File: config.mk
export PLATFORM = sky130hd
export DESIGN_NAME = cpu_result
export DESIGN_NICKNAME = d
export VERILOG_FILES = /design/src/hw/cpu_pkg.sv /design/src/hw/cpu_result.sv
export VERILOG_INCLUDE_DIRS = /design/src /design/src/hw
export SDC_FILE = /design/constraint.sdc
export NUM_CORES = 1
export LEC_CHECK = 0
export ABC_AREA = 1
export BUFFER_PORTS_ARGS = -buffer_cell sky130_fd_sc_hd__buf_2
export CAP_MARGIN = 5
export CELL_PAD_IN_SITES_DETAIL_PLACEMENT = 0
export CELL_PAD_IN_SITES_GLOBAL_PLACEMENT = 1
export CORE_ASPECT_RATIO = 0.8
export CORE_MARGIN = 2
export CORE_UTILIZATION = 42
export DETAILED_ROUTE_END_ITERATION = 16
export MAX_ROUTING_LAYER = met4
export PLACE_DENSITY = 0.79
export SYNTH_ARGS = -nofsm -noshare
export SYNTH_HDL_FRONTEND = slang
export SYNTH_SLANG_ARGS = --single-unit
File: constraint.sdc
create_clock -name clk -period 1.1 [get_ports clk]
set_input_delay 0.33 -clock clk [delete_from_list [all_inputs] [get_ports clk]]
set_output_delay 0.33 -clock clk [all_outputs]
set_load 0.02 [all_outputs]
File: src/hw/cpu_params.svh
`ifndef CPU_PARAMS_SVH
`define CPU_PARAMS_SVH

// datapath and register file sizes
`define CPU_XLEN        32
`define CPU_NREGS       32
`define CPU_RIDX_W      5

// data memory depth in words, byte address bits [1:0] ignored
`define CPU_DMEM_WORDS  32

// primary opcodes
`define CPU_OP_RTYPE    6'b000000
`define CPU_OP_LW       6'b100011
`define CPU_OP_SW       6'b101011
`define CPU_OP_BEQ      6'b000100
`define CPU_OP_ADDI     6'b001000
`define CPU_OP_J        6'b000010

// r-type function field
`define CPU_FN_ADD      6'b100000
`define CPU_FN_SUB      6'b100010
`define CPU_FN_AND      6'b100100
`define CPU_FN_OR       6'b100101
`define CPU_FN_SLT      6'b101010

`endif

File: src/hw/cpu_pkg.sv
`include "cpu_params.svh"

package cpu_pkg;

    //////////////////////////////////////////////////
    // instruction word views

    typedef struct packed {
        logic [5:0]             opcode;
        logic [`CPU_RIDX_W-1:0] rs;
        logic [`CPU_RIDX_W-1:0] rt;
        logic [`CPU_RIDX_W-1:0] rd;
        logic [4:0]             shamt;
        logic [5:0]             funct;
    } r_fmt_t;

    typedef struct packed {
        logic [5:0]             opcode;
        logic [`CPU_RIDX_W-1:0] rs;
        logic [`CPU_RIDX_W-1:0] rt;
        logic [15:0]            imm;
    } i_fmt_t;

    typedef struct packed {
        logic [5:0]  opcode;
        logic [25:0] target;
    } j_fmt_t;

    typedef union packed {
        r_fmt_t r;
        i_fmt_t i;
        j_fmt_t j;
    } instr_u;

    //////////////////////////////////////////////////
    // alu and control encodings

    typedef enum logic [3:0] {
        alu_and  = 4'b0000,
        alu_or   = 4'b0001,
        alu_add  = 4'b0010,
        alu_sub  = 4'b0110,
        alu_slt  = 4'b0111, // signed compare
        alu_none = 4'b1111
    } alu_op_e;

    typedef enum logic [1:0] {
        cls_mem    = 2'b00, // address add, also addi
        cls_branch = 2'b01,
        cls_funct  = 2'b10  // look at funct
    } alu_class_e;

    typedef struct packed {
        logic       use_imm;
        logic       mem_read;
        logic       mem_write;
        logic       reg_write;
        logic       mem_to_reg;
        alu_class_e alu_class;
    } ctrl_t;

    //////////////////////////////////////////////////
    // stage registers

    typedef struct packed {
        ctrl_t                  ctrl;
        logic [`CPU_RIDX_W-1:0] rs;
        logic [`CPU_RIDX_W-1:0] rt;
        logic [`CPU_RIDX_W-1:0] dest;   // rd or rt, picked in decode
        logic [`CPU_XLEN-1:0]   rs_val;
        logic [`CPU_XLEN-1:0]   rt_val;
        logic [`CPU_XLEN-1:0]   imm;    // sign extended
        logic [5:0]             funct;
    } id_ex_t;

    typedef struct packed {
        logic                   mem_read;
        logic                   mem_write;
        logic                   reg_write;
        logic                   mem_to_reg;
        logic [`CPU_RIDX_W-1:0] dest;
        logic [`CPU_XLEN-1:0]   alu_result;
        logic [`CPU_XLEN-1:0]   store_data;
    } ex_mem_t;

    typedef struct packed {
        logic                   valid;
        logic [`CPU_RIDX_W-1:0] dest;
        logic [`CPU_XLEN-1:0]   data;
    } wb_t;

    typedef struct packed {
        logic                   reg_write;
        logic [`CPU_RIDX_W-1:0] dest;
    } fwd_t;

endpackage

File: src/hw/cpu_result.sv
`include "cpu_params.svh"

module cpu_result
(
    input  logic             clk,
    input  logic             arst_n,
    input  cpu_pkg::ex_mem_t ex_mem,
    output cpu_pkg::wb_t     wb
);

    localparam int DMEM_AW = $clog2(`CPU_DMEM_WORDS);

    logic [`CPU_XLEN-1:0] dmem [`CPU_DMEM_WORDS];
    logic [DMEM_AW-1:0]   word_idx;
    logic [`CPU_XLEN-1:0] load_data;
    cpu_pkg::wb_t         wb_q;

    assign word_idx  = ex_mem.alu_result[DMEM_AW+1:2]; // wraps on depth
    assign load_data = ex_mem.mem_read ? dmem[word_idx] : '0;

    //////////////////////////////////////////////////
    // word data memory

    always_ff @(posedge clk or negedge arst_n)
    begin
        if (!arst_n)
        begin
            for (int k = 0; k < `CPU_DMEM_WORDS; k++)
                dmem[k] <= '0;
        end
        else if (ex_mem.mem_write)
        begin
            dmem[word_idx] <= ex_mem.store_data;
        end
    end

    // memory to write-back register
    always_ff @(posedge clk or negedge arst_n)
    begin
        if (!arst_n)
        begin
            wb_q <= '0;
        end
        else
        begin
            wb_q.valid <= ex_mem.reg_write && (ex_mem.dest != '0);
            wb_q.dest  <= ex_mem.dest;
            wb_q.data  <= ex_mem.mem_to_reg ? load_data : ex_mem.alu_result;
        end
    end

    assign wb = wb_q;

endmodule

=== Word-level counts from Yosys, hierarchy flattened ===
Cells that the tools add are included.

* Order comparisons: 2
* Multiplexer cells: 8
* Bitwise operators: 1
* Reduce and logical (&&, ||, !) cells: 3

{| class="wikitable"
|+ Operators with widths
! kind !! count
|-
| $bwmux 1024 || 1
|-
| $bmux 32 s5 || 1
|-
| $demux 32 s5 || 1
|-
| $mux 32 || 5
|-
| $ge 6x6->1 const B || 1
|-
| $lt 6x1->1 const B || 1
|-
| $not 5->6 || 1
|-
| $reduce_bool 5->1 || 1
|-
| $logic_and 1x1->1 || 2
|}

* Flip-flop bits (word level): 1062
* Input port bits: 75

=== Logic depth before layout (Yosys ltp) ===
* Depth in word-level cells: 6
* Gate-level depth with buffers: 13
* Mapped depth without buffers: 11

=== Least setup slack after synthesis ===
OpenSTA, ideal clock, no wires.

* Path type: input to register
* From: in ex_mem[35] in the netlist's numbering
* To: reg dmem[277] in the netlist's numbering
* Library setup time: 133 ps
* Data arrival time: 1664 ps
* Setup slack: -697 ps
* Cell stages on the path: 7
* Path buffers: 2
* Cells stage by stage: buf_2 > inv_2 > nor3_2 > inv_2 > nor4_4 > clkbuf_1 > o21ai_0

* Word-level cells in the longest chain between the ends: 6
* Elaborated cells on any way between the ends: 7

{| class="wikitable"
|+ Ends and longest elaborated chain
! what !! RTL line !! source
|-
| start: declaration || cpu_result.sv:7 || <nowiki>input cpu_pkg::ex_mem_t ex_mem,</nowiki>
|-
| $not 5->6 (implied by the code) * || cpu_result.sv:33 || <nowiki>dmem[word_idx] <= ex_mem.store_data;</nowiki>
|-
| $ge 6x6->1 (implied by the code) or $lt 6x1->1 (tied branches) || cpu_result.sv:33 ||
|-
| $logic_and 1x1->1 (implied by the code) || cpu_result.sv:33 ||
|-
| $mux 32 (implied by the code) || cpu_result.sv:33 ||
|-
| $demux 32 s5 * || cpu_result.sv:33 ||
|-
| $bwmux 1024 * || cpu_result.sv:33 ||
|-
| end signal: indexed assignment || cpu_result.sv:33 ||
|-
| end: declaration || cpu_result.sv:13 || <nowiki>logic [`CPU_XLEN-1:0] dmem [`CPU_DMEM_WORDS];</nowiki>
|}

Mark *: on every way between the ends. The rest lies on a longest branch, timed or not.
A chain may end at the register's enable or synchronous reset.

=== Worst setup path after layout ===
* From: reg wb_q, in the netlist wb[19]
* To: out wb[19] in the netlist's numbering

{| class="wikitable"
|+ RTL lines
! what !! RTL line !! source
|-
| start: declaration || cpu_result.sv:16 || <nowiki>cpu_pkg::wb_t wb_q;</nowiki>
|-
| end: declaration || cpu_result.sv:8 || <nowiki>output cpu_pkg::wb_t wb</nowiki>
|}

No word-level cell between the ends.

==> impl_summary.log <==
[metrics] Remaining DRCs: 0
[metrics] initial core utilization: 42.55%
[metrics] flop and latch count out of synthesis: ~1,100
[metrics] net total in the final layout: 7,140
[metrics] number of buffers inserted during clock tree synthesis: 107
[metrics] synthesized net count: about 6,700
[metrics] clock tree from TritonCTS: built
[metrics] Detailed Route WL: 189.7 mm
[metrics] cell types with the highest counts after synthesis: sky130_fd_sc_hd__nand2_1, sky130_fd_sc_hd__dfrtp_1, sky130_fd_sc_hd__o21ai_0
[metrics] number of synthesized flops with an enable pin: 0
[metrics] unrepaired setup endpoints after global routing: yes
[metrics] critical path peak fanout: 1
[metrics] total power per unit cell area: 1702 nW/um^2
[metrics] highest attainable clock frequency: between 0.5 and 0.6 GHz
[metrics] overall routing resource usage: between 30 and 40%
[metrics] class of the most critical setup path: flip-flop to primary output
[metrics] worst path required time: 0.77 ns
[metrics] area growth from synthesis to layout: 31.80%
[metrics] root buffer cell: sky130_fd_sc_hd__clkbuf_16
[metrics] pin slew with the least headroom to its limit: 0.4356 ns
[metrics] most frequent cell after synthesis: sky130_fd_sc_hd__nand2_1
[metrics] top cells by area, synth: sky130_fd_sc_hd__dfrtp_1, sky130_fd_sc_hd__nand2_1, sky130_fd_sc_hd__o21ai_0
[metrics] violations in the final reports: negative setup slack
[metrics] number of warnings printed during yosys synthesis: 0
[metrics] number of global-route vias before repair: 42,980
[metrics] Die Span Y: between 300 and 400 um
[metrics] Synth Instances: 6,639
[metrics] pin count of the biggest net entering global routing: 65
[metrics] RePlAce Congestion: between 0.8 and 0.9
[metrics] status: finished, violations left
[metrics] CTS sink cnt: 1,062
[metrics] Clock Tree Buf Depth: 3
[metrics] uppermost routed layer: met4
[metrics] sequential fraction of the synthesis area: 54.31%
[metrics] count of vias placed by the detailed router: 45,610
[metrics] ratio of cells with drive above 1 in the final layout: between 20% and 30%
[metrics] violation count after the first detailed-routing iteration: 4,294
[metrics] DR vias/cell: 5.254
[metrics] CP Launch Type: flip-flop
[metrics] Die Footprint: 119,300 sq um
[metrics] Final Hold Vio Count: 0
[metrics] total core area: between 100,000 and 150,000 sq um
[metrics] # placed instances: 8,278
[metrics] final standard cell count with taps included and fillers excluded: 8,680
[metrics] Final TNS setup: -55.45 ns
[metrics] MaxCap Viol Count: 0
[metrics] fraction of the cycle the final worst path needs: 158.8%
[metrics] routed metal-1 wire length: 83.77 mm
[metrics] Chip Width: 385.6 um
[metrics] final setup violating endpoints: about 370
[metrics] Post-Route Skew: 0.01988 ns
[metrics] area of the multi-input gates: 22,030 sq um
[metrics] hpwl dp: 113.7 mm
[metrics] share of the core filled with cells: 56.08%
[metrics] total overflow reported by the global router: 0
[metrics] post-placement worst setup slack: -0.9962 ns
[metrics] drt first pass iters: 6
[metrics] Antenna Nets Post-Route: 0
[metrics] source-to-sink clock delay at the later pin of the worst-skew pair: 0.72 ns
[metrics] row count: 111
[metrics] number of input and output port buffers inserted: 112
[metrics] worst IR drop on VDD: 1289 uV
[metrics] FF/Latch Area: 26,580 sq um
[metrics] global-route wire length before repair: 270.2 mm
[metrics] Worst Hold Class: input port to flip-flop
[metrics] Avg Synthesized Cell Area: 7.370 sq um
[metrics] Fillers: ~11,000
[metrics] P_leak: around 0.033 uW
[metrics] most frequently used flop master after synthesis: sky130_fd_sc_hd__dfrtp_1
[metrics] final critical path time including I/O delays and setup: approximately 1.7 ns
[metrics] fraction of post-synthesis cell area in the top cell type by area: a little over half
[metrics] headroom to the max-slew limit: 70.96%
[metrics] routed wire length per instance: 21.85 um
[metrics] nature of the critical path endpoint: primary output
[metrics] setup slack after layout: -0.6467 ns
[metrics] post-synthesis cell type count: 16
[metrics] routed wl met2: 82.41 mm
[metrics] area of the mapped netlist: 48,930 sq um
[metrics] number of antenna violations at the first check in global routing: 6
[metrics] clock-pin slew on the worst setup and hold paths: 0.06 ns
[metrics] DR WL met3: 17.41 mm
[metrics] total non-filler cell area in the finished layout: 64,490 sq um
[metrics] Boundary Pins: 113
[metrics] dominant cell type by area after synthesis: sky130_fd_sc_hd__dfrtp_1
[metrics] Post-synth ARST share: 100.0%
[metrics] H-tree Lvls: 3
[metrics] pins over their slew limit: 0
[metrics] arrival time of data at the critical path endpoint: around 1.4 ns
[metrics] total cell area at the placement stage: 56,080 sq um
-- layout make-up --
class	count	area share, %
sequential	1062	41.21
tap	1525	2.959
inverter	109	0.7217
multi-input combinational	4977	34.16
timing repair buffer	807	15.38
clock inverter	32	0.6286
antenna	5	0.01940
clock buffer	162	4.907
timing repair inverter	1	0.01358
-- critical path, stage by stage, from the launching register on --
cell,delay [ns]
sky130_fd_sc_hd__dfrtp_1,0.41
sky130_fd_sc_hd__buf_12,0.16
sky130_fd_sc_hd__buf_8,0.13
-- placed cells by master (no fill, tap or decap), types with 2 or more instances in the layout --
| cell type | synthesis | layout |
|---|---|---|
| sky130_fd_sc_hd__nand2_1 | 3807 | 3428 |
| sky130_fd_sc_hd__dfrtp_1 | 1062 | 1059 |
| sky130_fd_sc_hd__o21ai_0 | 890 | 555 |
| sky130_fd_sc_hd__buf_4 | 0 | 335 |
| sky130_fd_sc_hd__o21ai_1 | 70 | 324 |
| sky130_fd_sc_hd__nand2_2 | 0 | 298 |
| sky130_fd_sc_hd__buf_12 | 0 | 216 |
| sky130_fd_sc_hd__clkbuf_16 | 0 | 132 |
| sky130_fd_sc_hd__nor2_1 | 130 | 98 |
| sky130_fd_sc_hd__inv_1 | 100 | 97 |
| sky130_fd_sc_hd__o21ai_2 | 0 | 81 |
| sky130_fd_sc_hd__nand2_4 | 0 | 75 |
| sky130_fd_sc_hd__buf_2 | 23 | 68 |
| sky130_fd_sc_hd__dlygate4sd3_1 | 0 | 67 |
| sky130_fd_sc_hd__buf_6 | 0 | 60 |
| sky130_fd_sc_hd__a21oi_1 | 64 | 56 |
| sky130_fd_sc_hd__clkbuf_8 | 0 | 28 |
| sky130_fd_sc_hd__clkbuf_1 | 457 | 27 |
| sky130_fd_sc_hd__nor2_2 | 2 | 20 |
| sky130_fd_sc_hd__clkinv_2 | 0 | 17 |
| sky130_fd_sc_hd__buf_8 | 0 | 17 |
| sky130_fd_sc_hd__buf_16 | 0 | 16 |
| sky130_fd_sc_hd__nor2_4 | 0 | 14 |
| sky130_fd_sc_hd__nor3_4 | 0 | 9 |
| sky130_fd_sc_hd__bufinv_16 | 0 | 9 |
| sky130_fd_sc_hd__a21oi_2 | 0 | 8 |
| sky130_fd_sc_hd__nand2_8 | 0 | 6 |
| sky130_fd_sc_hd__diode_2 | 0 | 5 |
| sky130_fd_sc_hd__inv_2 | 9 | 5 |
| sky130_fd_sc_hd__inv_6 | 0 | 4 |
| sky130_fd_sc_hd__inv_8 | 0 | 3 |
| sky130_fd_sc_hd__dfrtp_2 | 0 | 3 |
| sky130_fd_sc_hd__inv_4 | 0 | 2 |
| sky130_fd_sc_hd__nor4_4 | 2 | 2 |
| sky130_fd_sc_hd__clkinvlp_4 | 0 | 2 |
| sky130_fd_sc_hd__bufbuf_16 | 0 | 2 |
-- routing by layer --
layer | up-vias | global-route usage, %
met4 | 0 | 10.26
met3 | 303 | 7.271
li1 | 21540 | -
met1 | 21950 | 42.19
met2 | 1811 | 45.54
met5 | - | -
-- power breakdown --
group / total (uW) / internal (uW) / switching [uW]
Sequential: 50600 / 46400 / 4190
Clock: 37900 / 21800 / 16100
Combinational: 21200 / 9310 / 11900
-- per-stage QoR --
stage,hold WS (ns),power [uW]
5_1_grt,0.05193,115500
3_5_place_dp,0.3674,69560
6_report,0.09825,109800
4_1_cts,0.02096,108600
3_3_place_gp,0.3678,68970
2_1_floorplan,0.03441,61760
-- sequential cells by signal, summed over array words and instances (netlist names) --
name  count
wb       38
dmem   1024
-- kinds of logic after synthesis --
kind of cell	after synthesis	synth area share (%)
buffers and inverters	600	4.662
and+or+nand+nor	3952	30.53
DFF	1062	54.31
AOI/OAI and AO/OA	1025	10.49
-- repair_timing --
| action | CTS | global route |
|---|---|---|
| endpoints found under the setup margin | 202 | 474 |
| buffers inserted | 49 | 49 |
| gates cloned | 14 | 34 |
| pin swaps | 220 | 142 |
| hold buffers | 67 | 0 |
| hold endpoints to repair | 935 | 0 |
| resized for setup | 338 | 486 |
-- final timing paths --
path / start / slack [ns] / depth (start not counted) / end
setup / recovery: wb[19] / -0.65 / 2 / wb[19]
hold / removal: ex_mem[38] / 0.1 / 4 / wb[6]
setup reg to reg: dmem[522] / -0.23 / 10 / wb[10]
hold reg to reg: dmem[853] / 0.48 / 2 / dmem[853]
max in group asynchronous: arst_n / 0.26 / 4 / dmem[281]
min in group asynchronous: arst_n / 0.20 / 3 / dmem[469]
Power figures use the tool's default switching activity.
