## src/hw/cpu_params.svh

```systemverilog
`ifndef CPU_PARAMS_SVH
`define CPU_PARAMS_SVH

// datapath and register file sizes
`define CPU_XLEN        32
`define CPU_NREGS       32
`define CPU_RIDX_W      5

// data memory depth in words, byte address bits [1:0] ignored
`define CPU_DMEM_WORDS  32

// primary opcodes
`define CPU_OP_RTYPE    6'b000000
`define CPU_OP_LW       6'b100011
`define CPU_OP_SW       6'b101011
`define CPU_OP_BEQ      6'b000100
`define CPU_OP_ADDI     6'b001000
`define CPU_OP_J        6'b000010

// r-type function field
`define CPU_FN_ADD      6'b100000
`define CPU_FN_SUB      6'b100010
`define CPU_FN_AND      6'b100100
`define CPU_FN_OR       6'b100101
`define CPU_FN_SLT      6'b101010

`endif

```

## src/hw/cpu_pkg.sv

```systemverilog
`include "cpu_params.svh"

package cpu_pkg;

    //////////////////////////////////////////////////
    // instruction word views

    typedef struct packed {
        logic [5:0]             opcode;
        logic [`CPU_RIDX_W-1:0] rs;
        logic [`CPU_RIDX_W-1:0] rt;
        logic [`CPU_RIDX_W-1:0] rd;
        logic [4:0]             shamt;
        logic [5:0]             funct;
    } r_fmt_t;

    typedef struct packed {
        logic [5:0]             opcode;
        logic [`CPU_RIDX_W-1:0] rs;
        logic [`CPU_RIDX_W-1:0] rt;
        logic [15:0]            imm;
    } i_fmt_t;

    typedef struct packed {
        logic [5:0]  opcode;
        logic [25:0] target;
    } j_fmt_t;

    typedef union packed {
        r_fmt_t r;
        i_fmt_t i;
        j_fmt_t j;
    } instr_u;

    //////////////////////////////////////////////////
    // alu and control encodings

    typedef enum logic [3:0] {
        alu_and  = 4'b0000,
        alu_or   = 4'b0001,
        alu_add  = 4'b0010,
        alu_sub  = 4'b0110,
        alu_slt  = 4'b0111, // signed compare
        alu_none = 4'b1111
    } alu_op_e;

    typedef enum logic [1:0] {
        cls_mem    = 2'b00, // address add, also addi
        cls_branch = 2'b01,
        cls_funct  = 2'b10  // look at funct
    } alu_class_e;

    typedef struct packed {
        logic       use_imm;
        logic       mem_read;
        logic       mem_write;
        logic       reg_write;
        logic       mem_to_reg;
        alu_class_e alu_class;
    } ctrl_t;

    //////////////////////////////////////////////////
    // stage registers

    typedef struct packed {
        ctrl_t                  ctrl;
        logic [`CPU_RIDX_W-1:0] rs;
        logic [`CPU_RIDX_W-1:0] rt;
        logic [`CPU_RIDX_W-1:0] dest;   // rd or rt, picked in decode
        logic [`CPU_XLEN-1:0]   rs_val;
        logic [`CPU_XLEN-1:0]   rt_val;
        logic [`CPU_XLEN-1:0]   imm;    // sign extended
        logic [5:0]             funct;
    } id_ex_t;

    typedef struct packed {
        logic                   mem_read;
        logic                   mem_write;
        logic                   reg_write;
        logic                   mem_to_reg;
        logic [`CPU_RIDX_W-1:0] dest;
        logic [`CPU_XLEN-1:0]   alu_result;
        logic [`CPU_XLEN-1:0]   store_data;
    } ex_mem_t;

    typedef struct packed {
        logic                   valid;
        logic [`CPU_RIDX_W-1:0] dest;
        logic [`CPU_XLEN-1:0]   data;
    } wb_t;

    typedef struct packed {
        logic                   reg_write;
        logic [`CPU_RIDX_W-1:0] dest;
    } fwd_t;

endpackage

```

## src/hw/cpu_decode.sv

```systemverilog
`include "cpu_params.svh"

module cpu_decode
(
    input  logic                 clk,
    input  logic                 arst_n,
    output logic [`CPU_XLEN-1:0] imem_addr,
    input  cpu_pkg::instr_u      imem_data,
    input  cpu_pkg::fwd_t        ex_fwd,
    input  logic                 ex_mem_read,
    input  cpu_pkg::fwd_t        mem_fwd,
    input  cpu_pkg::wb_t         wr,
    output cpu_pkg::id_ex_t      id_ex,
    output logic                 id_bubble
);

    logic [`CPU_XLEN-1:0]   pc_q;
    logic [`CPU_XLEN-1:0]   pc4_q;      // pc+4 of the fetched word
    cpu_pkg::instr_u        instr_q;
    logic                   valid_q;
    logic [5:0]             opcode;
    logic [`CPU_RIDX_W-1:0] rs;
    logic [`CPU_RIDX_W-1:0] rt;
    logic                   is_rtype;
    logic                   is_beq;
    logic                   is_j;
    logic                   uses_rs;
    logic                   uses_rt;
    cpu_pkg::ctrl_t         ctrl;
    logic [`CPU_XLEN-1:0]   rs_data;
    logic [`CPU_XLEN-1:0]   rt_data;
    logic [`CPU_XLEN-1:0]   imm_sext;
    logic [`CPU_XLEN-1:0]   br_target;
    logic [`CPU_XLEN-1:0]   j_target;
    logic                   load_use;
    logic                   beq_wait;
    logic                   stall;
    logic                   redirect;

    // older instruction writes this source
    function automatic logic src_hit(input cpu_pkg::fwd_t f,
                                     input logic [`CPU_RIDX_W-1:0] idx);
        return f.reg_write && (f.dest != '0) && (f.dest == idx);
    endfunction

    //////////////////////////////////////////////////
    // field extraction and control

    assign opcode   = instr_q.r.opcode;
    assign rs       = instr_q.i.rs;
    assign rt       = instr_q.i.rt;
    assign imm_sext = {{(`CPU_XLEN-16){instr_q.i.imm[15]}}, instr_q.i.imm};

    assign is_rtype = (opcode == `CPU_OP_RTYPE);
    assign is_beq   = (opcode == `CPU_OP_BEQ);
    assign is_j     = (opcode == `CPU_OP_J);
    assign uses_rs  = is_rtype || is_beq || (opcode == `CPU_OP_LW)
                   || (opcode == `CPU_OP_SW) || (opcode == `CPU_OP_ADDI);
    assign uses_rt  = is_rtype || is_beq || (opcode == `CPU_OP_SW);

    always_comb
    begin
        ctrl = '0;
        case (opcode)
            `CPU_OP_RTYPE:
            begin
                ctrl.reg_write = 1'b1;
                ctrl.alu_class = cpu_pkg::cls_funct;
            end
            `CPU_OP_LW:
            begin
                ctrl.use_imm    = 1'b1;
                ctrl.mem_read   = 1'b1;
                ctrl.reg_write  = 1'b1;
                ctrl.mem_to_reg = 1'b1;
            end
            `CPU_OP_SW:
            begin
                ctrl.use_imm   = 1'b1;
                ctrl.mem_write = 1'b1;
            end
            `CPU_OP_BEQ:  ctrl.alu_class = cpu_pkg::cls_branch;
            `CPU_OP_ADDI:
            begin
                ctrl.use_imm   = 1'b1;
                ctrl.reg_write = 1'b1;
            end
            default:      ctrl = '0; // j and unknown opcodes are no-ops
        endcase
    end

    cpu_regfile u_regfile
    (
        .clk     (clk),
        .arst_n  (arst_n),
        .rs      (rs),
        .rt      (rt),
        .rs_data (rs_data),
        .rt_data (rt_data),
        .wr      (wr)
    );

    //////////////////////////////////////////////////
    // hazards and redirect

    assign load_use = ex_mem_read && ((uses_rs && src_hit(ex_fwd, rs))
                                   || (uses_rt && src_hit(ex_fwd, rt)));
    // beq compares here, so wait until producers reach write-back
    assign beq_wait = is_beq && (src_hit(ex_fwd, rs) || src_hit(ex_fwd, rt)
                              || src_hit(mem_fwd, rs) || src_hit(mem_fwd, rt));
    assign stall    = valid_q && (load_use || beq_wait);

    assign br_target = pc4_q + {imm_sext[`CPU_XLEN-3:0], 2'b00};
    assign j_target  = {pc4_q[`CPU_XLEN-1:`CPU_XLEN-4], instr_q.j.target, 2'b00};
    assign redirect  = valid_q && !stall && (is_j || (is_beq && (rs_data == rt_data)));

    always_ff @(posedge clk or negedge arst_n)
    begin
        if (!arst_n)
        begin
            pc_q    <= '0;
            valid_q <= 1'b0;
        end
        else if (!stall)
        begin
            if (redirect)
                pc_q <= is_j ? j_target : br_target;
            else
                pc_q <= pc_q + 'd4;
            valid_q <= !redirect; // drop the wrong-path fetch
        end
    end

    always_ff @(posedge clk)
    begin
        if (!stall)
        begin
            instr_q <= imem_data;
            pc4_q   <= pc_q + 'd4;
        end
    end

    assign imem_addr = pc_q;
    assign id_bubble = !valid_q || stall;
    assign id_ex     = '{ctrl:   ctrl,
                         rs:     rs,
                         rt:     rt,
                         dest:   is_rtype ? instr_q.r.rd : rt,
                         rs_val: rs_data,
                         rt_val: rt_data,
                         imm:    imm_sext,
                         funct:  instr_q.r.funct};

endmodule

```

## src/hw/cpu_regfile.sv

```systemverilog
`include "cpu_params.svh"

module cpu_regfile
(
    input  logic                   clk,
    input  logic                   arst_n,
    input  logic [`CPU_RIDX_W-1:0] rs,
    input  logic [`CPU_RIDX_W-1:0] rt,
    output logic [`CPU_XLEN-1:0]   rs_data,
    output logic [`CPU_XLEN-1:0]   rt_data,
    input  cpu_pkg::wb_t           wr
);

    logic [`CPU_XLEN-1:0] regs [`CPU_NREGS];
    logic                 wr_en;

    assign wr_en = wr.valid && (wr.dest != '0); // r0 stays zero

    // read with bypass of a write in the same cycle
    function automatic logic [`CPU_XLEN-1:0] read_port(input logic [`CPU_RIDX_W-1:0] idx);
        if (idx == '0)
            return '0;
        else if (wr_en && (wr.dest == idx))
            return wr.data;
        else
            return regs[idx];
    endfunction

    always_comb
    begin
        rs_data = read_port(rs);
        rt_data = read_port(rt);
    end

    always_ff @(posedge clk or negedge arst_n)
    begin
        if (!arst_n)
        begin
            for (int k = 0; k < `CPU_NREGS; k++)
                regs[k] <= '0;
        end
        else if (wr_en)
        begin
            regs[wr.dest] <= wr.data;
        end
    end

endmodule

```

## config.mk

```make
export PLATFORM = sky130hd
export DESIGN_NAME = cpu_decode
export DESIGN_NICKNAME = d
export VERILOG_FILES = /design/src/hw/cpu_pkg.sv /design/src/hw/cpu_decode.sv /design/src/hw/cpu_regfile.sv
export VERILOG_INCLUDE_DIRS = /design/src /design/src/hw
export SDC_FILE = /design/constraint.sdc
export NUM_CORES = 2
export LEC_CHECK = 0
export BUFFER_PORTS_ARGS = -buffer_cell sky130_fd_sc_hd__buf_2
export CAP_MARGIN = 10
export CORE_ASPECT_RATIO = 1.1
export CORE_MARGIN = 2
export CORE_UTILIZATION = 55
export CTS_CLUSTER_SIZE = 24
export DETAILED_ROUTE_END_ITERATION = 10
export GPL_ROUTABILITY_DRIVEN = 1
export PLACE_DENSITY_LB_ADDON = 0.12
export SYNTH_ARGS = -nofsm -noshare
export SYNTH_HDL_FRONTEND = slang
export SYNTH_SLANG_ARGS = --single-unit
```

## constraint.sdc

```tcl
create_clock -name clk -period 4.2 [get_ports clk]
set_input_delay 0.42 -clock clk [delete_from_list [all_inputs] [get_ports clk]]
set_output_delay 0.42 -clock clk [all_outputs]
set_load 0.05 [all_outputs]
```

# Yosys cells after proc, flatten, opt, wreduce, memory -nomap -nowiden
# Index checks and enable logic that the tools add are counted.
# Widths: inputs -> output; s select.
[classes]
add_sub_neg = 2
n_lt_le_gt_ge = 4
eq_ne = 12
muxes = 21
bitwise = 3
reduce_logical = 41
[op_table]
columns = ["op", "n"]
rows = [
  ["$bwmux 1024", 1],
  ["$mux 32", 11],
  ["$bmux 32 s5", 2],
  ["$demux 32 s5", 1],
  ["$add 32x3->32 const B", 1],
  ["$add 32x32->32", 1],
  ["$eq 32x32->1", 1],
  ["$eq 5x5->1", 6],
  ["$ge 6x6->1 const B", 3],
  ["$logic_and 1x1->1", 18],
  ["$not 5->6", 3],
  ["$reduce_bool 5->1", 3],
  ["$eq 6x6->1 const B", 2],
  ["$logic_or 1x1->1", 12],
  ["$logic_not 5->1", 2],
  ["$eq 6x2->1 const B", 1],
  ["$eq 6x3->1 const B", 1],
  ["$eq 6x4->1 const B", 1],
  ["$logic_not 6->1", 1],
  ["$lt 6x1->1 const B", 1],
  ["$reduce_or 3->1", 2],
  ["$mux 5", 1],
  ["$mux 1", 4],
  ["$pmux 2 s2", 1],
  ["$logic_not 1->1", 3],
]
[totals]
regBits = 1121
elab_cells = 119

# Longest topological paths before layout
[depth]
ltp_word = 14
ltp_mapped = 19
depth_no_buf = 14

# Modules after synthesis
# Synthesis repeated with hierarchy kept, for this count alone.
[unflattened]
cells_unflattened = 4695
area_unflattened_um2 = 62926.6
[modules_own_cells]
columns = ["module", "instances", "cells_per_inst", "area_per_inst_um2"]
rows = [
  ["cpu_regfile", 1, 3896, 55602.1],
  ["cpu_decode", 1, 799, 7324.5],
]

# Least setup slack after synthesis
# OpenSTA, ideal clock, no wires.
[synth_path]
path_kind = "reg2reg"
start = "reg instr_q[22] in the netlist's numbering"
end = "reg pc_q[0] (netlist: imem_addr[0])"
setup_ns = 0.121
t_arrival_ns = 5.042
slack_ns = -0.963
path_stages_with_launch = 17
path_buffers = 4
synth_period_minus_slack_ns = 5.163
cell_sequence = "edfxtp_1 -> buf_2 -> buf_4 -> clkbuf_1 -> mux4_2 -> mux2i_1 -> mux2_2 -> o311ai_0 -> xor2_1 -> a21oi_1 -> nand4b_2 -> nor3_4 -> nand3_4 -> a21oi_4 -> inv_2 -> buf_6 -> a22o_1"
[synth_rtl]
columns = ["element", "line", "text"]
rows = [
  ["start: declaration", "cpu_decode.sv:19", "cpu_pkg::instr_u instr_q;"],
  ["start signal: assignment", "cpu_decode.sv:138", "instr_q <= imem_data;"],
  ["end signal: assignment", "cpu_decode.sv:127", "pc_q <= is_j ? j_target : br_target;"],
  ["end signal: assignment", "cpu_decode.sv:129", "pc_q <= pc_q + 'd4;"],
  ["end: declaration", "cpu_decode.sv:17", "logic [`CPU_XLEN-1:0] pc_q;"],
]

# Worst setup path in the final report
[layout_path]
start = "reg instr_q[16] in the netlist's numbering"
end = "reg pc_q[3] (netlist: imem_addr[3])"
[layout_between]
elab_chain_cells = 12
word_cells_on_any_way = 29
cone_classes = "eq/ne (4); mux (6); bitwise (1); reduce/logical (18)"
[layout_rtl]
columns = ["element"]
rows = [
  ["parallel branches: the longest is 12 deep, another holds $bmux 32 s5"],
]
# Several ways; the timed one is not identified. The select of a mux whose other input is x is not followed.
# A chain may end at the register's enable or synchronous reset.

==> run summary <==
Status -> finished with violations
Failing checks -> setup timing
Synth cell types -> 97
Share of cells above drive strength 1 -> 0.542
Post-synth ARST share -> 0.943
Total CTS buffers -> 120
Warnings, synthesis -> 0
GRT Util Overall -> 0.390
Dpl cell area -> 0.0700 sq mm
Hold Path Stages -> 2
Maximum vdd drop -> 0.000486 V
Clock latency on the worst-skew pair -> 0.78 ns
Reg-to-Reg End -> imem_addr[3]
Core ar. -> 0.114 sq mm
Chip width -> 327 um
Slowest stage delay, CP -> 0.49 ns
Crit Path Max Fanout -> 8
HP Start -> wr[17]
HPWL after detailed placement -> 152000 um
RSZ-0062 raised after global routing -> true
Final setup vio count -> 32
Sequential area share after synthesis -> 0.449
Most frequent cells in the layout -> dfrtp_1, mux2_2, buf_4, mux4_2, buf_2
# IOs -> 242
Core Rows -> 130
Hold worst-path end -> u_regfile.regs[849]
Sink Count -> 1121
Crit path cell chain -> buf_12, buf_12, buf_12, buf_4, mux4_2, o211ai_1, a41oi_2, and3_1, or2_2, nor4b_4, buf_4, nor4b_4, nand4_1, buf_6, or2_4, o211ai_2
DP Cell Count -> 6365
Post-Syn Instances -> 4512
Req. time, crit path -> 4.88 ns
Worst Skew -> 0.0267 ns
EDFF count, synth -> 64
Worst Tran Pin Value -> 1.15 ns
CTS tree -> done
Syn Nets -> 4628
Final Hold Vio Count -> 0
Most common cell after layout, fill and taps aside -> dfrtp_1
Slew headroom -> 0.234
Top_reg_cell synth -> dfrtp_1
Starting density of the core -> 0.554
ANT nets after route -> 0
Max cap viols -> 0
Reg2Reg Depth -> 16
Leakage power figure -> 33.7 nW
Worst R2R Start -> instr_q[16]
HP Class -> input pin to flop
Final Max Slew Viols -> 0
Clk buf depth -> 3
Final Power -> 37.4 mW
Routed Wire Length -> 229000 um
Total gr overflow -> 0
Initial antenna violation count -> 11
Worst Setup SP -> instr_q[16]
DR vias/cell -> 6.96
Reg2Reg Setup Slack -> -0.22 ns
Most frequent CP cell -> buf_12
Maximum clock rate -> 226 MHz
Port bufs -> 241
Syn Area/Cell -> 14.0 sq um
Final instance area -> 0.0764 sq mm
Final period util -> 1.05
Area of the mapped netlist -> 0.0631 sq mm
Layout area overhead -> 21.0%
Drt first pass iters -> 8
Setup TNS -> -3.00 ns
PnR worst setup slack -> -0.220 ns
Crit path DAT -> 5.10 ns
WS Path Type -> flop to flop
Number of global-route vias before repair -> 46500
Routed vias -> 46700
1st-iter DRT viols -> 5445
Area leader, netlist -> dfrtp_1
Tmin final -> 4.42 ns
Routability cong. -> 0.975
Fin cells -> 6708
Final hold slack -> 0.0661 ns
Drt drc -> 0
First-pass GRT wire length -> 333000 um
Crit path launch type -> flop
Largest net degree at the start of global routing -> 112
Share of the synthesized area in the top cell type -> 0.419
Final #Nets -> 5195
Largest cells by area after synthesis -> dfrtp_1, mux2_2, mux4_2
Number of synthesized register bits -> 1121
Routed length per instance -> 34.2 um
Crit end category -> flop
Clock transition at path regs -> 0.06 ns
Die Area -> 0.118 sq mm
CP max-delay cell -> mux4_2
Die height -> 359 um
Pwr dens -> 489 mW/mm^2
CTS H-tree depth -> 3
Root Driver -> clkbuf_16
[cells in the mapped netlist, types with 7 or more instances]
master,instances
buf_4,76
or2_2,7
a221oi_1,37
nand2b_1,15
and2_1,22
nor3b_1,8
a21o_1,24
o21a_1,8
nand3_1,55
edfxtp_1,64
o21ai_1,11
buf_2,72
or4_1,10
a22o_1,16
mux4_2,491
buf_6,31
nor2b_1,27
nor4_1,9
o22a_1,7
nor2_1,99
buf_8,10
o21ai_0,65
nor3_1,32
a21oi_1,74
clkbuf_1,241
mux2i_1,182
and4_1,9
ha_1,30
mux2_2,1002
xor2_1,41
a31oi_1,19
o211ai_1,21
a221o_1,20
nand2_1,161
xnor2_1,65
a211o_1,8
and3_1,40
a211oi_1,22
a22oi_1,82
dfrtp_1,1057
nand4_1,19
inv_1,38
buf_1,53
o22ai_1,8
[cell type report]
type	count	area, sq um
multi-input cells	2861	33000
flip-flops and latches	1121	28400
clock inverters	68	797
diodes	5	12.5
inverters	42	168
clock buffers	160	3450
repair buffers	933	8640
well taps	1518	1900
fillers	8126	37600
[sequential cells by signal (all words and copies together), names as in the netlist]
register,count
imem_addr,32
instr_q,32
pc4_q,32
u_regfile.regs,1024
valid_q,1
[how the worst max path moves through the flow]
stage	endpoint	slack (ns)	cells after the start
after floorplan	imem_addr[0]	-0.002	17
after global placement	imem_addr[20]	-0.59	17
after detailed placement	imem_addr[5]	-0.61	16
after CTS	imem_addr[3]	-0.14	17
after global routing	imem_addr[3]	-0.29	16
final	imem_addr[3]	-0.22	16
[per-stage QoR]
step,worst slack (ns),util
after floorplan,-0.00226,-
after global placement,-0.590,0.614
after detailed placement,-0.608,0.614
after CTS,-0.141,0.665
after global routing,-0.291,0.670
final,-0.220,0.670
[layer usage]
metal	track usage	vias up	part of all wire
met5	0	-	0.00024
met1	0.533	24600	0.39
met3	0.0909	694	0.10
met4	0.213	8	0.062
li1	-	18500	-
met2	0.580	2841	0.45
[logic make-up (layout without fill, tap and decap cells)]
| logic type | count (synthesis) | after routing | share of synthesized area |
|---|---|---|---|
| muxes | 1675 | 1675 | 0.383 |
| DFF | 1121 | 1121 | 0.449 |
| and+or+nand+nor | 553 | 554 | 0.0454 |
| buffers and inverters | 531 | 1203 | 0.0445 |
| AOI/OAI and AO/OA | 495 | 495 | 0.0571 |
| xor gates and xnor gates | 106 | 106 | 0.0147 |
| adders and majority gates | 31 | 31 | 0.00626 |
| other | 0 | 5 | 0 |
[report_power, final]
group	total, mW	internal (mW)	switching [mW]
Sequential	14.8	13.0	1.73
Clock	11.5	6.70	4.78
Combinational	11.1	5.65	5.45
[critical path, delay by kind of cell (launching register included)]
family	cells	cell delay, ns
simple gates	6	1.60
buf+inv	6	0.99
compound gates	3	0.76
mux	1	0.49
flops	1	0.47
[repair_timing]
| action | in CTS | in global routing |
|---|---|---|
| pin swaps | 43 | 33 |
| setup endpoints to repair | 43 | 47 |
| setup buffers | 49 | 23 |
| hold buffers | 34 | 0 |
| resized for setup | 131 | 98 |
| hold endpoints to repair | 98 | 0 |
| cloned | 7 | 1 |
Note: power is estimated with default switching activity, not from simulation.
