[config.mk]
export PLATFORM = sky130hd
export DESIGN_NAME = cpu_execute
export DESIGN_NICKNAME = d
export VERILOG_FILES = /design/src/hw/cpu_pkg.sv /design/src/hw/cpu_execute.sv
export VERILOG_INCLUDE_DIRS = /design/src /design/src/hw
export SDC_FILE = /design/constraint.sdc
export NUM_CORES = 1
export LEC_CHECK = 0
export BUFFER_PORTS_ARGS = -buffer_cell sky130_fd_sc_hd__buf_2
export CAP_MARGIN = 30
export CORE_MARGIN = 5
export CORE_UTILIZATION = 30
export DETAILED_ROUTE_END_ITERATION = 12
export PLACE_DENSITY = 0.55
export SLEW_MARGIN = 20
export SYNTH_ARGS = -nofsm -noshare
export SYNTH_HDL_FRONTEND = slang
export SYNTH_SLANG_ARGS = --single-unit
[constraint.sdc]
create_clock -name clk -period 7.1 [get_ports clk]
set_input_delay 0.71 -clock clk [delete_from_list [all_inputs] [get_ports clk]]
set_output_delay 0.71 -clock clk [all_outputs]
set_load 0.005 [all_outputs]
[src/hw/cpu_params.svh]
`ifndef CPU_PARAMS_SVH
`define CPU_PARAMS_SVH

// datapath and register file sizes
`define CPU_XLEN        32
`define CPU_NREGS       32
`define CPU_RIDX_W      5

// data memory depth in words, byte address bits [1:0] ignored
`define CPU_DMEM_WORDS  32

// primary opcodes
`define CPU_OP_RTYPE    6'b000000
`define CPU_OP_LW       6'b100011
`define CPU_OP_SW       6'b101011
`define CPU_OP_BEQ      6'b000100
`define CPU_OP_ADDI     6'b001000
`define CPU_OP_J        6'b000010

// r-type function field
`define CPU_FN_ADD      6'b100000
`define CPU_FN_SUB      6'b100010
`define CPU_FN_AND      6'b100100
`define CPU_FN_OR       6'b100101
`define CPU_FN_SLT      6'b101010

`endif

[src/hw/cpu_pkg.sv]
`include "cpu_params.svh"

package cpu_pkg;

    //////////////////////////////////////////////////
    // instruction word views

    typedef struct packed {
        logic [5:0]             opcode;
        logic [`CPU_RIDX_W-1:0] rs;
        logic [`CPU_RIDX_W-1:0] rt;
        logic [`CPU_RIDX_W-1:0] rd;
        logic [4:0]             shamt;
        logic [5:0]             funct;
    } r_fmt_t;

    typedef struct packed {
        logic [5:0]             opcode;
        logic [`CPU_RIDX_W-1:0] rs;
        logic [`CPU_RIDX_W-1:0] rt;
        logic [15:0]            imm;
    } i_fmt_t;

    typedef struct packed {
        logic [5:0]  opcode;
        logic [25:0] target;
    } j_fmt_t;

    typedef union packed {
        r_fmt_t r;
        i_fmt_t i;
        j_fmt_t j;
    } instr_u;

    //////////////////////////////////////////////////
    // alu and control encodings

    typedef enum logic [3:0] {
        alu_and  = 4'b0000,
        alu_or   = 4'b0001,
        alu_add  = 4'b0010,
        alu_sub  = 4'b0110,
        alu_slt  = 4'b0111, // signed compare
        alu_none = 4'b1111
    } alu_op_e;

    typedef enum logic [1:0] {
        cls_mem    = 2'b00, // address add, also addi
        cls_branch = 2'b01,
        cls_funct  = 2'b10  // look at funct
    } alu_class_e;

    typedef struct packed {
        logic       use_imm;
        logic       mem_read;
        logic       mem_write;
        logic       reg_write;
        logic       mem_to_reg;
        alu_class_e alu_class;
    } ctrl_t;

    //////////////////////////////////////////////////
    // stage registers

    typedef struct packed {
        ctrl_t                  ctrl;
        logic [`CPU_RIDX_W-1:0] rs;
        logic [`CPU_RIDX_W-1:0] rt;
        logic [`CPU_RIDX_W-1:0] dest;   // rd or rt, picked in decode
        logic [`CPU_XLEN-1:0]   rs_val;
        logic [`CPU_XLEN-1:0]   rt_val;
        logic [`CPU_XLEN-1:0]   imm;    // sign extended
        logic [5:0]             funct;
    } id_ex_t;

    typedef struct packed {
        logic                   mem_read;
        logic                   mem_write;
        logic                   reg_write;
        logic                   mem_to_reg;
        logic [`CPU_RIDX_W-1:0] dest;
        logic [`CPU_XLEN-1:0]   alu_result;
        logic [`CPU_XLEN-1:0]   store_data;
    } ex_mem_t;

    typedef struct packed {
        logic                   valid;
        logic [`CPU_RIDX_W-1:0] dest;
        logic [`CPU_XLEN-1:0]   data;
    } wb_t;

    typedef struct packed {
        logic                   reg_write;
        logic [`CPU_RIDX_W-1:0] dest;
    } fwd_t;

endpackage

[src/hw/cpu_execute.sv]
`include "cpu_params.svh"

module cpu_execute
(
    input  logic              clk,
    input  logic              arst_n,
    input  cpu_pkg::id_ex_t   id_ex,
    input  logic              id_bubble,
    input  cpu_pkg::wb_t      wb,
    output cpu_pkg::ex_mem_t  ex_mem,
    output cpu_pkg::fwd_t     ex_fwd,
    output logic              ex_mem_read,
    output cpu_pkg::fwd_t     mem_fwd
);

    cpu_pkg::id_ex_t      ex_q;
    cpu_pkg::ex_mem_t     mem_q;
    cpu_pkg::alu_op_e     alu_op;
    logic [`CPU_XLEN-1:0] op_a;
    logic [`CPU_XLEN-1:0] rt_fwd;
    logic [`CPU_XLEN-1:0] op_b;
    logic [`CPU_XLEN-1:0] alu_y;

    // one operand, memory stage wins over write-back
    function automatic logic [`CPU_XLEN-1:0] fwd_operand(
        input logic [`CPU_RIDX_W-1:0] idx,
        input logic [`CPU_XLEN-1:0]   reg_val,
        input cpu_pkg::ex_mem_t       mem,
        input cpu_pkg::wb_t           wbk);
        if (mem.reg_write && (mem.dest != '0) && (mem.dest == idx))
            return mem.alu_result;
        else if (wbk.valid && (wbk.dest != '0) && (wbk.dest == idx))
            return wbk.data;
        else
            return reg_val;
    endfunction

    //////////////////////////////////////////////////
    // decode to execute register

    always_ff @(posedge clk or negedge arst_n)
    begin
        if (!arst_n)
        begin
            ex_q <= '0;
        end
        else
        begin
            ex_q <= id_ex;
            if (id_bubble)
                ex_q.ctrl <= '0; // bubble, no side effects
        end
    end

    assign op_a   = fwd_operand(ex_q.rs, ex_q.rs_val, mem_q, wb);
    assign rt_fwd = fwd_operand(ex_q.rt, ex_q.rt_val, mem_q, wb);
    assign op_b   = ex_q.ctrl.use_imm ? ex_q.imm : rt_fwd;

    always_comb
    begin
        case (ex_q.ctrl.alu_class)
            cpu_pkg::cls_mem:    alu_op = cpu_pkg::alu_add;
            cpu_pkg::cls_branch: alu_op = cpu_pkg::alu_sub;
            cpu_pkg::cls_funct:
            begin
                case (ex_q.funct)
                    `CPU_FN_ADD: alu_op = cpu_pkg::alu_add;
                    `CPU_FN_SUB: alu_op = cpu_pkg::alu_sub;
                    `CPU_FN_AND: alu_op = cpu_pkg::alu_and;
                    `CPU_FN_OR:  alu_op = cpu_pkg::alu_or;
                    `CPU_FN_SLT: alu_op = cpu_pkg::alu_slt;
                    default:     alu_op = cpu_pkg::alu_none;
                endcase
            end
            default:             alu_op = cpu_pkg::alu_none;
        endcase
    end

    always_comb
    begin
        case (alu_op)
            cpu_pkg::alu_and: alu_y = op_a & op_b;
            cpu_pkg::alu_or:  alu_y = op_a | op_b;
            cpu_pkg::alu_add: alu_y = op_a + op_b;
            cpu_pkg::alu_sub: alu_y = op_a - op_b;
            cpu_pkg::alu_slt: alu_y = ($signed(op_a) < $signed(op_b)) ? 'd1 : '0;
            default:          alu_y = '0;
        endcase
    end

    //////////////////////////////////////////////////
    // execute to memory register

    always_ff @(posedge clk or negedge arst_n)
    begin
        if (!arst_n)
            mem_q <= '0;
        else
            mem_q <= '{mem_read:   ex_q.ctrl.mem_read,
                       mem_write:  ex_q.ctrl.mem_write,
                       reg_write:  ex_q.ctrl.reg_write,
                       mem_to_reg: ex_q.ctrl.mem_to_reg,
                       dest:       ex_q.dest,
                       alu_result: alu_y,
                       store_data: rt_fwd};
    end

    assign ex_mem      = mem_q;
    assign ex_fwd      = '{reg_write: ex_q.ctrl.reg_write, dest: ex_q.dest};
    assign ex_mem_read = ex_q.ctrl.mem_read;
    assign mem_fwd     = '{reg_write: mem_q.reg_write, dest: mem_q.dest};

endmodule

Word-level counts from Yosys, hierarchy flattened

Cells that the tools add are included.

$add $sub $neg: 2
Order comparisons: 1
Eq/ne operators: 15
Muxes and demuxes: 10
Bitwise operators: 2
Reductions and logical operators: 10

Operators with widths:

| cell                                                                   | number |
|---|---|
| 32-bit two-way mux                                                     | 5 |
| 32-bit one-hot mux with 5 select lines                                 | 1 |
| 32-bit adder                                                           | 1 |
| 32-bit bitwise AND                                                     | 1 |
| 32-bit < comparator                                                    | 1 |
| 32-bit OR                                                              | 1 |
| 32-bit subtractor                                                      | 1 |
| 6-bit equality test (second input constant)                            | 5 |
| 5-bit equality test                                                    | 4 |
| 4-bit one-hot mux with 5 select lines                                  | 1 |
| 4-bit one-hot mux with 3 select lines                                  | 1 |
| 5-bit nonzero test                                                     | 2 |
| 4-bit by 3-bit equality test with 1-bit output (second input constant) | 2 |
| 7-bit two-way mux                                                      | 1 |
| 1-bit logical AND                                                      | 6 |
| 4-bit by 1-bit equality test with 1-bit output (second input constant) | 1 |
| 4-bit by 2-bit equality test with 1-bit output (second input constant) | 1 |
| 4-bit zero test                                                        | 1 |
| 2-bit by 1-bit equality test with 1-bit output (second input constant) | 1 |
| 2-bit equality test (second input constant)                            | 1 |
| 2-bit zero test                                                        | 1 |
| 1-bit two-way mux                                                      | 1 |

Register bits after elaboration: 197
Bits of input ports: 165
Output and inout port bits: 86
Logic and storage cells: 60

Logic depth before layout (Yosys ltp)

Depth in word-level cells: 9
Depth in mapped cells: 19
Mapped depth without buffers: 18

Worst setup path after synthesis

No wires, ideal clock.

Kind: input port to flip-flop
From: input wb[36] in the netlist's numbering
To: register mem_q, in the netlist ex_mem[62]
Library setup time: 0.126 ns
Data arrival time: 4.590 ns
Required time: 6.974 ns
Path slack: 2.384 ns
Stages: 16
Path buffers: 1
Cell sequence: xnor2_1 nand3_1 nor4_1 buf_2 mux2i_1 o21a_1 inv_1 ha_1 or4_4 o221ai_2 o2111ai_1 a2111oi_2 nor3_1 nor3_2 a2111oi_1 a311o_1

Word-level cells in the longest chain between the ends: 8
Elaborated cells on any way between the ends: 16
Classes of those cells: add/sub: 2; eq/ne: 2; mux: 6; bitwise: 2; reduce/logical: 4

RTL lines:

| item                                       | line              | source |
|---|---|---|
| start, declared                            | cpu_execute.sv:9  | `input cpu_pkg::wb_t wb,` |
| 5-bit nonzero test                         | cpu_execute.sv:32 | `else if (wbk.valid && (wbk.dest != '0) && (wbk.dest == idx))` |
| 1-bit logical AND (2 in a row)             | cpu_execute.sv:32 |  |
| 32-bit two-way mux                         | cpu_execute.sv:32 |  |
| 32-bit two-way mux                         | cpu_execute.sv:30 | `if (mem.reg_write && (mem.dest != '0) && (mem.dest == idx))` |
| 32-bit two-way mux                         | cpu_execute.sv:57 | `assign op_b = ex_q.ctrl.use_imm ? ex_q.imm : rt_fwd;` |
| 32-bit subtractor (tied with other cells)  | cpu_execute.sv:85 | `cpu_pkg::alu_sub: alu_y = op_a - op_b;` |
| 32-bit one-hot mux with 5 select lines (*) | cpu_execute.sv:81 | `case (alu_op)` |
| net alu_y[30]                              | cpu_execute.sv:22 | `` logic [`CPU_XLEN-1:0] alu_y; `` |
| end signal, assigned                       | cpu_execute.sv:99 | `mem_q <= '{mem_read: ex_q.ctrl.mem_read,` |
| end, declared                              | cpu_execute.sv:17 | `cpu_pkg::ex_mem_t mem_q;` |

Mark *: on every way through the listed nets, which the timed path passes. The rest lies on a longest branch.

Worst setup path after layout

From: register mem_q, in the netlist ex_mem[65]
To: register mem_q, in the netlist ex_mem[32]

Word-level cells in the longest chain between the ends: 8
Elaborated cells on any way between the ends: 16
Classes of those cells: add/sub: 2; order compare: 1; eq/ne: 2; mux: 5; bitwise: 2; reduce/logical: 4

RTL lines:

| item                                       | line              | source |
|---|---|---|
| 5-bit nonzero test                         | cpu_execute.sv:30 |  |
| 1-bit logical AND                          | cpu_execute.sv:30 |  |
| 1-bit logical AND (*)                      | cpu_execute.sv:30 |  |
| 32-bit two-way mux (*)                     | cpu_execute.sv:30 |  |
| net rt_fwd[15]                             | cpu_execute.sv:20 | `` logic [`CPU_XLEN-1:0] rt_fwd; `` |
| 32-bit two-way mux (*)                     | cpu_execute.sv:57 |  |
| 32-bit < comparator (*)                    | cpu_execute.sv:86 | `cpu_pkg::alu_slt: alu_y = ($signed(op_a) < $signed(op_b)) ? 'd1 : '0;` |
| 1-bit two-way mux (*)                      | cpu_execute.sv:86 |  |
| 32-bit one-hot mux with 5 select lines (*) | cpu_execute.sv:81 |  |
| net alu_y[0]                               | cpu_execute.sv:22 |  |

Marks and branches as above.

==> metrics.md <==
| Metric | Value |
|---|---|
| Mapped Avg Cell Area | `between 9 and 10 sq um` |
| Fin. Hold Viols | `0` |
| Register area | `4930 sq um` |
| Fin crit share | `0.7362` |
| Top post-synthesis cells by area | `dfrtp_1 40%, ha_1 10%, mux2i_1 5.6%, a21oi_1 3.6%, nand2_1 3.5%` |
| Cell Rows | `74` |
| Logic pwr share | `0.278` |
| Clock Tree Root | `clkbuf_16` |
| Worst Tran Pin Value | `between 0.8 and 0.9 ns` |
| # Post-CTS Setup Buffers | `0` |
| Cell Int Power | `between 2 and 2.5 mW` |
| Clock Path Buffers | `2` |
| Cell Chain, Critical Path | `or4_1, o21ai_1, nor4_4, buf_4, nand2_1, o21ai_0, mux2_2, ha_1, inv_2, a21oi_1, o31ai_1, or3_1, o2111ai_1, nand3_1, a211o_1, a311o_1, nand2_1` |
| R2r worst-path depth | `17` |
| Flop pwr share | `0.410` |
| Final Wtd Congestion | `roughly 0.92` |
| Area leader, netlist | `dfrtp_1` |
| First-pass iteration count of the detailed router | `5` |
| Detailed Route WL | `~40000 um` |
| Final Skew | `0.01398 ns` |
| P_sw | `approximately 1.1 mW` |
| Pre-CTS setup slack | `around 1.4 ns` |
| Core Area | `about 41000 sq um` |
| Crit path top cell by count | `nand2_1` |
| Setup Viol. Count Final | `0` |
| Multi-input combinational cell area | `between 6000 and 7000 sq um` |
| Distinct cell type count after synthesis | `77` |
| Slew HR | `0.3978` |
| ANT cells | `0` |
| Non-Filler Instances | `a little over 2000` |
| Clock network power share | `0.313` |
| Initial core utilization | `0.3013` |
| First-pass GRT wire length | `60840 um` |
| Final WS setup | `between 1.5 and 2 ns` |
| Clock-pin transition on the worst setup and hold timing paths | `0.07 ns` |
| Critical path's largest stage delay | `between 0.5 and 0.6 ns` |
| Final Util | `0.3587` |
| CTS Sinks | `between 150 and 200` |
| Cells after DPL | `between 2000 and 2500` |
| Largest net degree at the start of global routing | `151` |
| Die width | `between 200 and 250 um` |
| DR vias/cell | `5.084` |
| Worst VDD drop | `roughly 0.00013 V` |
| Req. time, crit path | `~7.5 ns` |
| TritonCTS clock tree | `built` |
| Post-synth EDFFs | `0` |
| Sw Share | `0.3435` |
| Crit-path slowest cell | `ha_1` |
| IO buf count | `250` |
| Crit end category | `flop` |
| Count of hold-fix buffers inserted at cts | `0` |
| Fill count | `about 4200` |
| Post-CTS resize count | `0` |
| CP arrival | `~5.7 ns` |
| CP startpoint kind | `flop` |
| Ys flop type | `dfrtp_1` |
| Minimum clock period | `roughly 5.2 ns` |
| Synth top area share | `0.4025` |
| Synth Net Count | `about 1600` |
| H-tree level count | `4` |
| Number of global-route vias before repair | `roughly 11000` |
| Grt ovf | `0` |
| CTS Buf Count | `17` |
| CP Max Fanout | `64` |
| Setup CP Type | `flop to flop` |
| Final slew viol count | `0` |
| DRC Markers | `0` |
| Via count | `10447` |
| Power density cells | `216.2 nW/um^2` |
| Status | `finished, final reports clean` |
| Synthesis-stage register bit count | `between 150 and 200` |
| Post-synthesis instance area | `roughly 12000 sq um` |
| Initial antenna violation count | `2` |
| Avg WL per Cell | `roughly 19 um` |
| Setup_tns | `0 ns` |
| Fraction of registers with async set/reset | `1.000` |
| Post-synthesis sequential area ratio | `0.4025` |
| Maxcap violations | `0` |
| GR Util All Layers | `0.1771` |
| Initial DRC count | `714` |
| Die area | `44960 sq um` |
| Synthesis Warnings | `0` |
| F_max | `191.3 MHz` |
| Layout cell share with drive strength beyond 1 | `0.2318` |
| Clock Latency Late Sink | `just under 0.5 ns` |
| Area Growth Syn to Fin | `19.05%` |
| Die Y | `212.0 um` |
| RSZ-0062 raised after global routing | `no` |
| Nets | `around 1800` |
| Syn Inst Count | `between 1000 and 1500` |
| Worst min-delay path class | `input pin to async pin` |
| DPL Wire Length | `approximately 30000 um` |
| Antenna viol nets, final | `0` |
| # IOs | `251` |
| Pleak | `around 6.5 nW` |
## kinds of logic (layout without fill, tap and decap cells)
family / Yosys count / after routing / share of synthesized area
XOR/XNOR: 29 / 29 / 0.02074
AO/OA/AOI/OAI: 364 / 364 / 0.1964
flip-flops: 197 / 197 / 0.4025
multiplexers: 100 / 100 / 0.08490
adder cells (fa/ha/maj): 103 / 103 / 0.1065
AND/OR/NAND/NOR: 331 / 331 / 0.1281
buffers and inverters: 179 / 399 / 0.06089
## worst max-delay path: cells and delay by family, from the launching register on
family,cells,cell delay (ns)
AO/OA/AOI/OAI,7,1.87
adder cells (fa/ha/maj),1,0.58
buffers and inverters,2,0.48
flip-flops,1,0.45
multiplexers,1,0.34
AND/OR/NAND/NOR,6,1.42
## cells in the final DEF (no fill, tap or decap), types with 6 or more instances in the layout
cell       count
mux2i_1       69
inv_1        101
nand2b_1      16
o211ai_1      14
a21oi_1       87
nand4_1        7
o21ai_0       81
a31oi_1        9
buf_4         13
dfrtp_1      197
buf_2        249
nor2_1        97
nor4_1         7
nor2b_1       15
or3_1          6
xnor2_1       21
xor2_1         8
o22ai_1       27
a221oi_1      16
a21o_1         8
mux2_2        31
nand3_1       19
nand2_1      113
o221ai_1      11
nor3_1        14
clkbuf_16     17
o21a_1        32
ha_1         101
a211oi_1       9
o21bai_1      11
## cell type report
cell class	instances	share of cell area
clock buffers	19	0.03038
inverters	102	0.02626
flip-flops and latches	197	0.3381
repair buffers	265	0.09637
clock inverters	13	0.009697
multi-input cells	927	0.4535
well taps	532	0.04565
## sequential cells by signal, summed over array words and instances, names as in the netlist
| register | flops |
|---|---|
| ex_fwd | 6 |
| ex_mem | 73 |
| ex_mem_read | 1 |
| ex_q | 117 |
## stage by stage
| stage | total power [mW] | cell area (sq um) | hold WS, ns |
|---|---|---|---|
| 2_1_floorplan | 1.843 | 12250 | 0.3312 |
| 3_3_place_gp | 2.180 | 13970 | 0.3381 |
| 3_5_place_dp | 2.188 | 14000 | 0.3419 |
| 4_1_cts | 3.204 | 14580 | 0.1285 |
| 5_1_grt | 3.342 | 14580 | 0.1548 |
| 6_report | 3.152 | 14580 | 0.1538 |
## power by group through the flow
stage | clock, mW | sequential [mW] | combinational (mW)
after detailed placement | 0 | 1.32 | 0.872
final | 0.986 | 1.29 | 0.875
after global placement | 0 | 1.32 | 0.863
after floorplan | 0 | 1.29 | 0.549
after global routing | 1.07 | 1.30 | 0.971
after CTS | 1.03 | 1.30 | 0.877
## synthesized netlist by cell type (all sizes together) (8+ instances only)
cell      n
o21bai   11
mux2     31
nor3     16
nand2   113
a21o      8
nor2b    16
xor2      8
o211ai   14
mux2i    69
a221oi   16
a31oi    10
buf      31
xnor2    21
nand2b   16
nor2     97
inv     102
clkbuf   46
o21ai    86
nand3    19
o22ai    27
o221ai   12
a211oi    9
dfrtp   197
nor4     12
o21a     32
a21oi    87
ha      101
## final timing paths
check,start,endpoint,slack [ns]
worst max-delay path,ex_mem[65],ex_mem[32],1.87
worst min-delay path,arst_n,ex_mem[65],0.15
worst max register to register,ex_mem[65],ex_mem[32],1.87
worst min register to register,ex_q[119],ex_mem[69],0.36
max in group asynchronous,arst_n,ex_q[95],5.76
min in group clk,id_ex[0],ex_q[0],0.32
## layer usage
| metal | wire length [um] | GRT usage | up-vias |
|---|---|---|---|
| li1 | - | - | 5015 |
| met1 | 17430 | 0.2259 | 5140 |
| met2 | 19640 | 0.3010 | 249 |
| met3 | 2091 | 0.04574 | 39 |
| met4 | 602 | 0.04531 | 4 |
| met5 | 24 | 0 | - |
No activity file was read; power rests on OpenSTA's default activity.
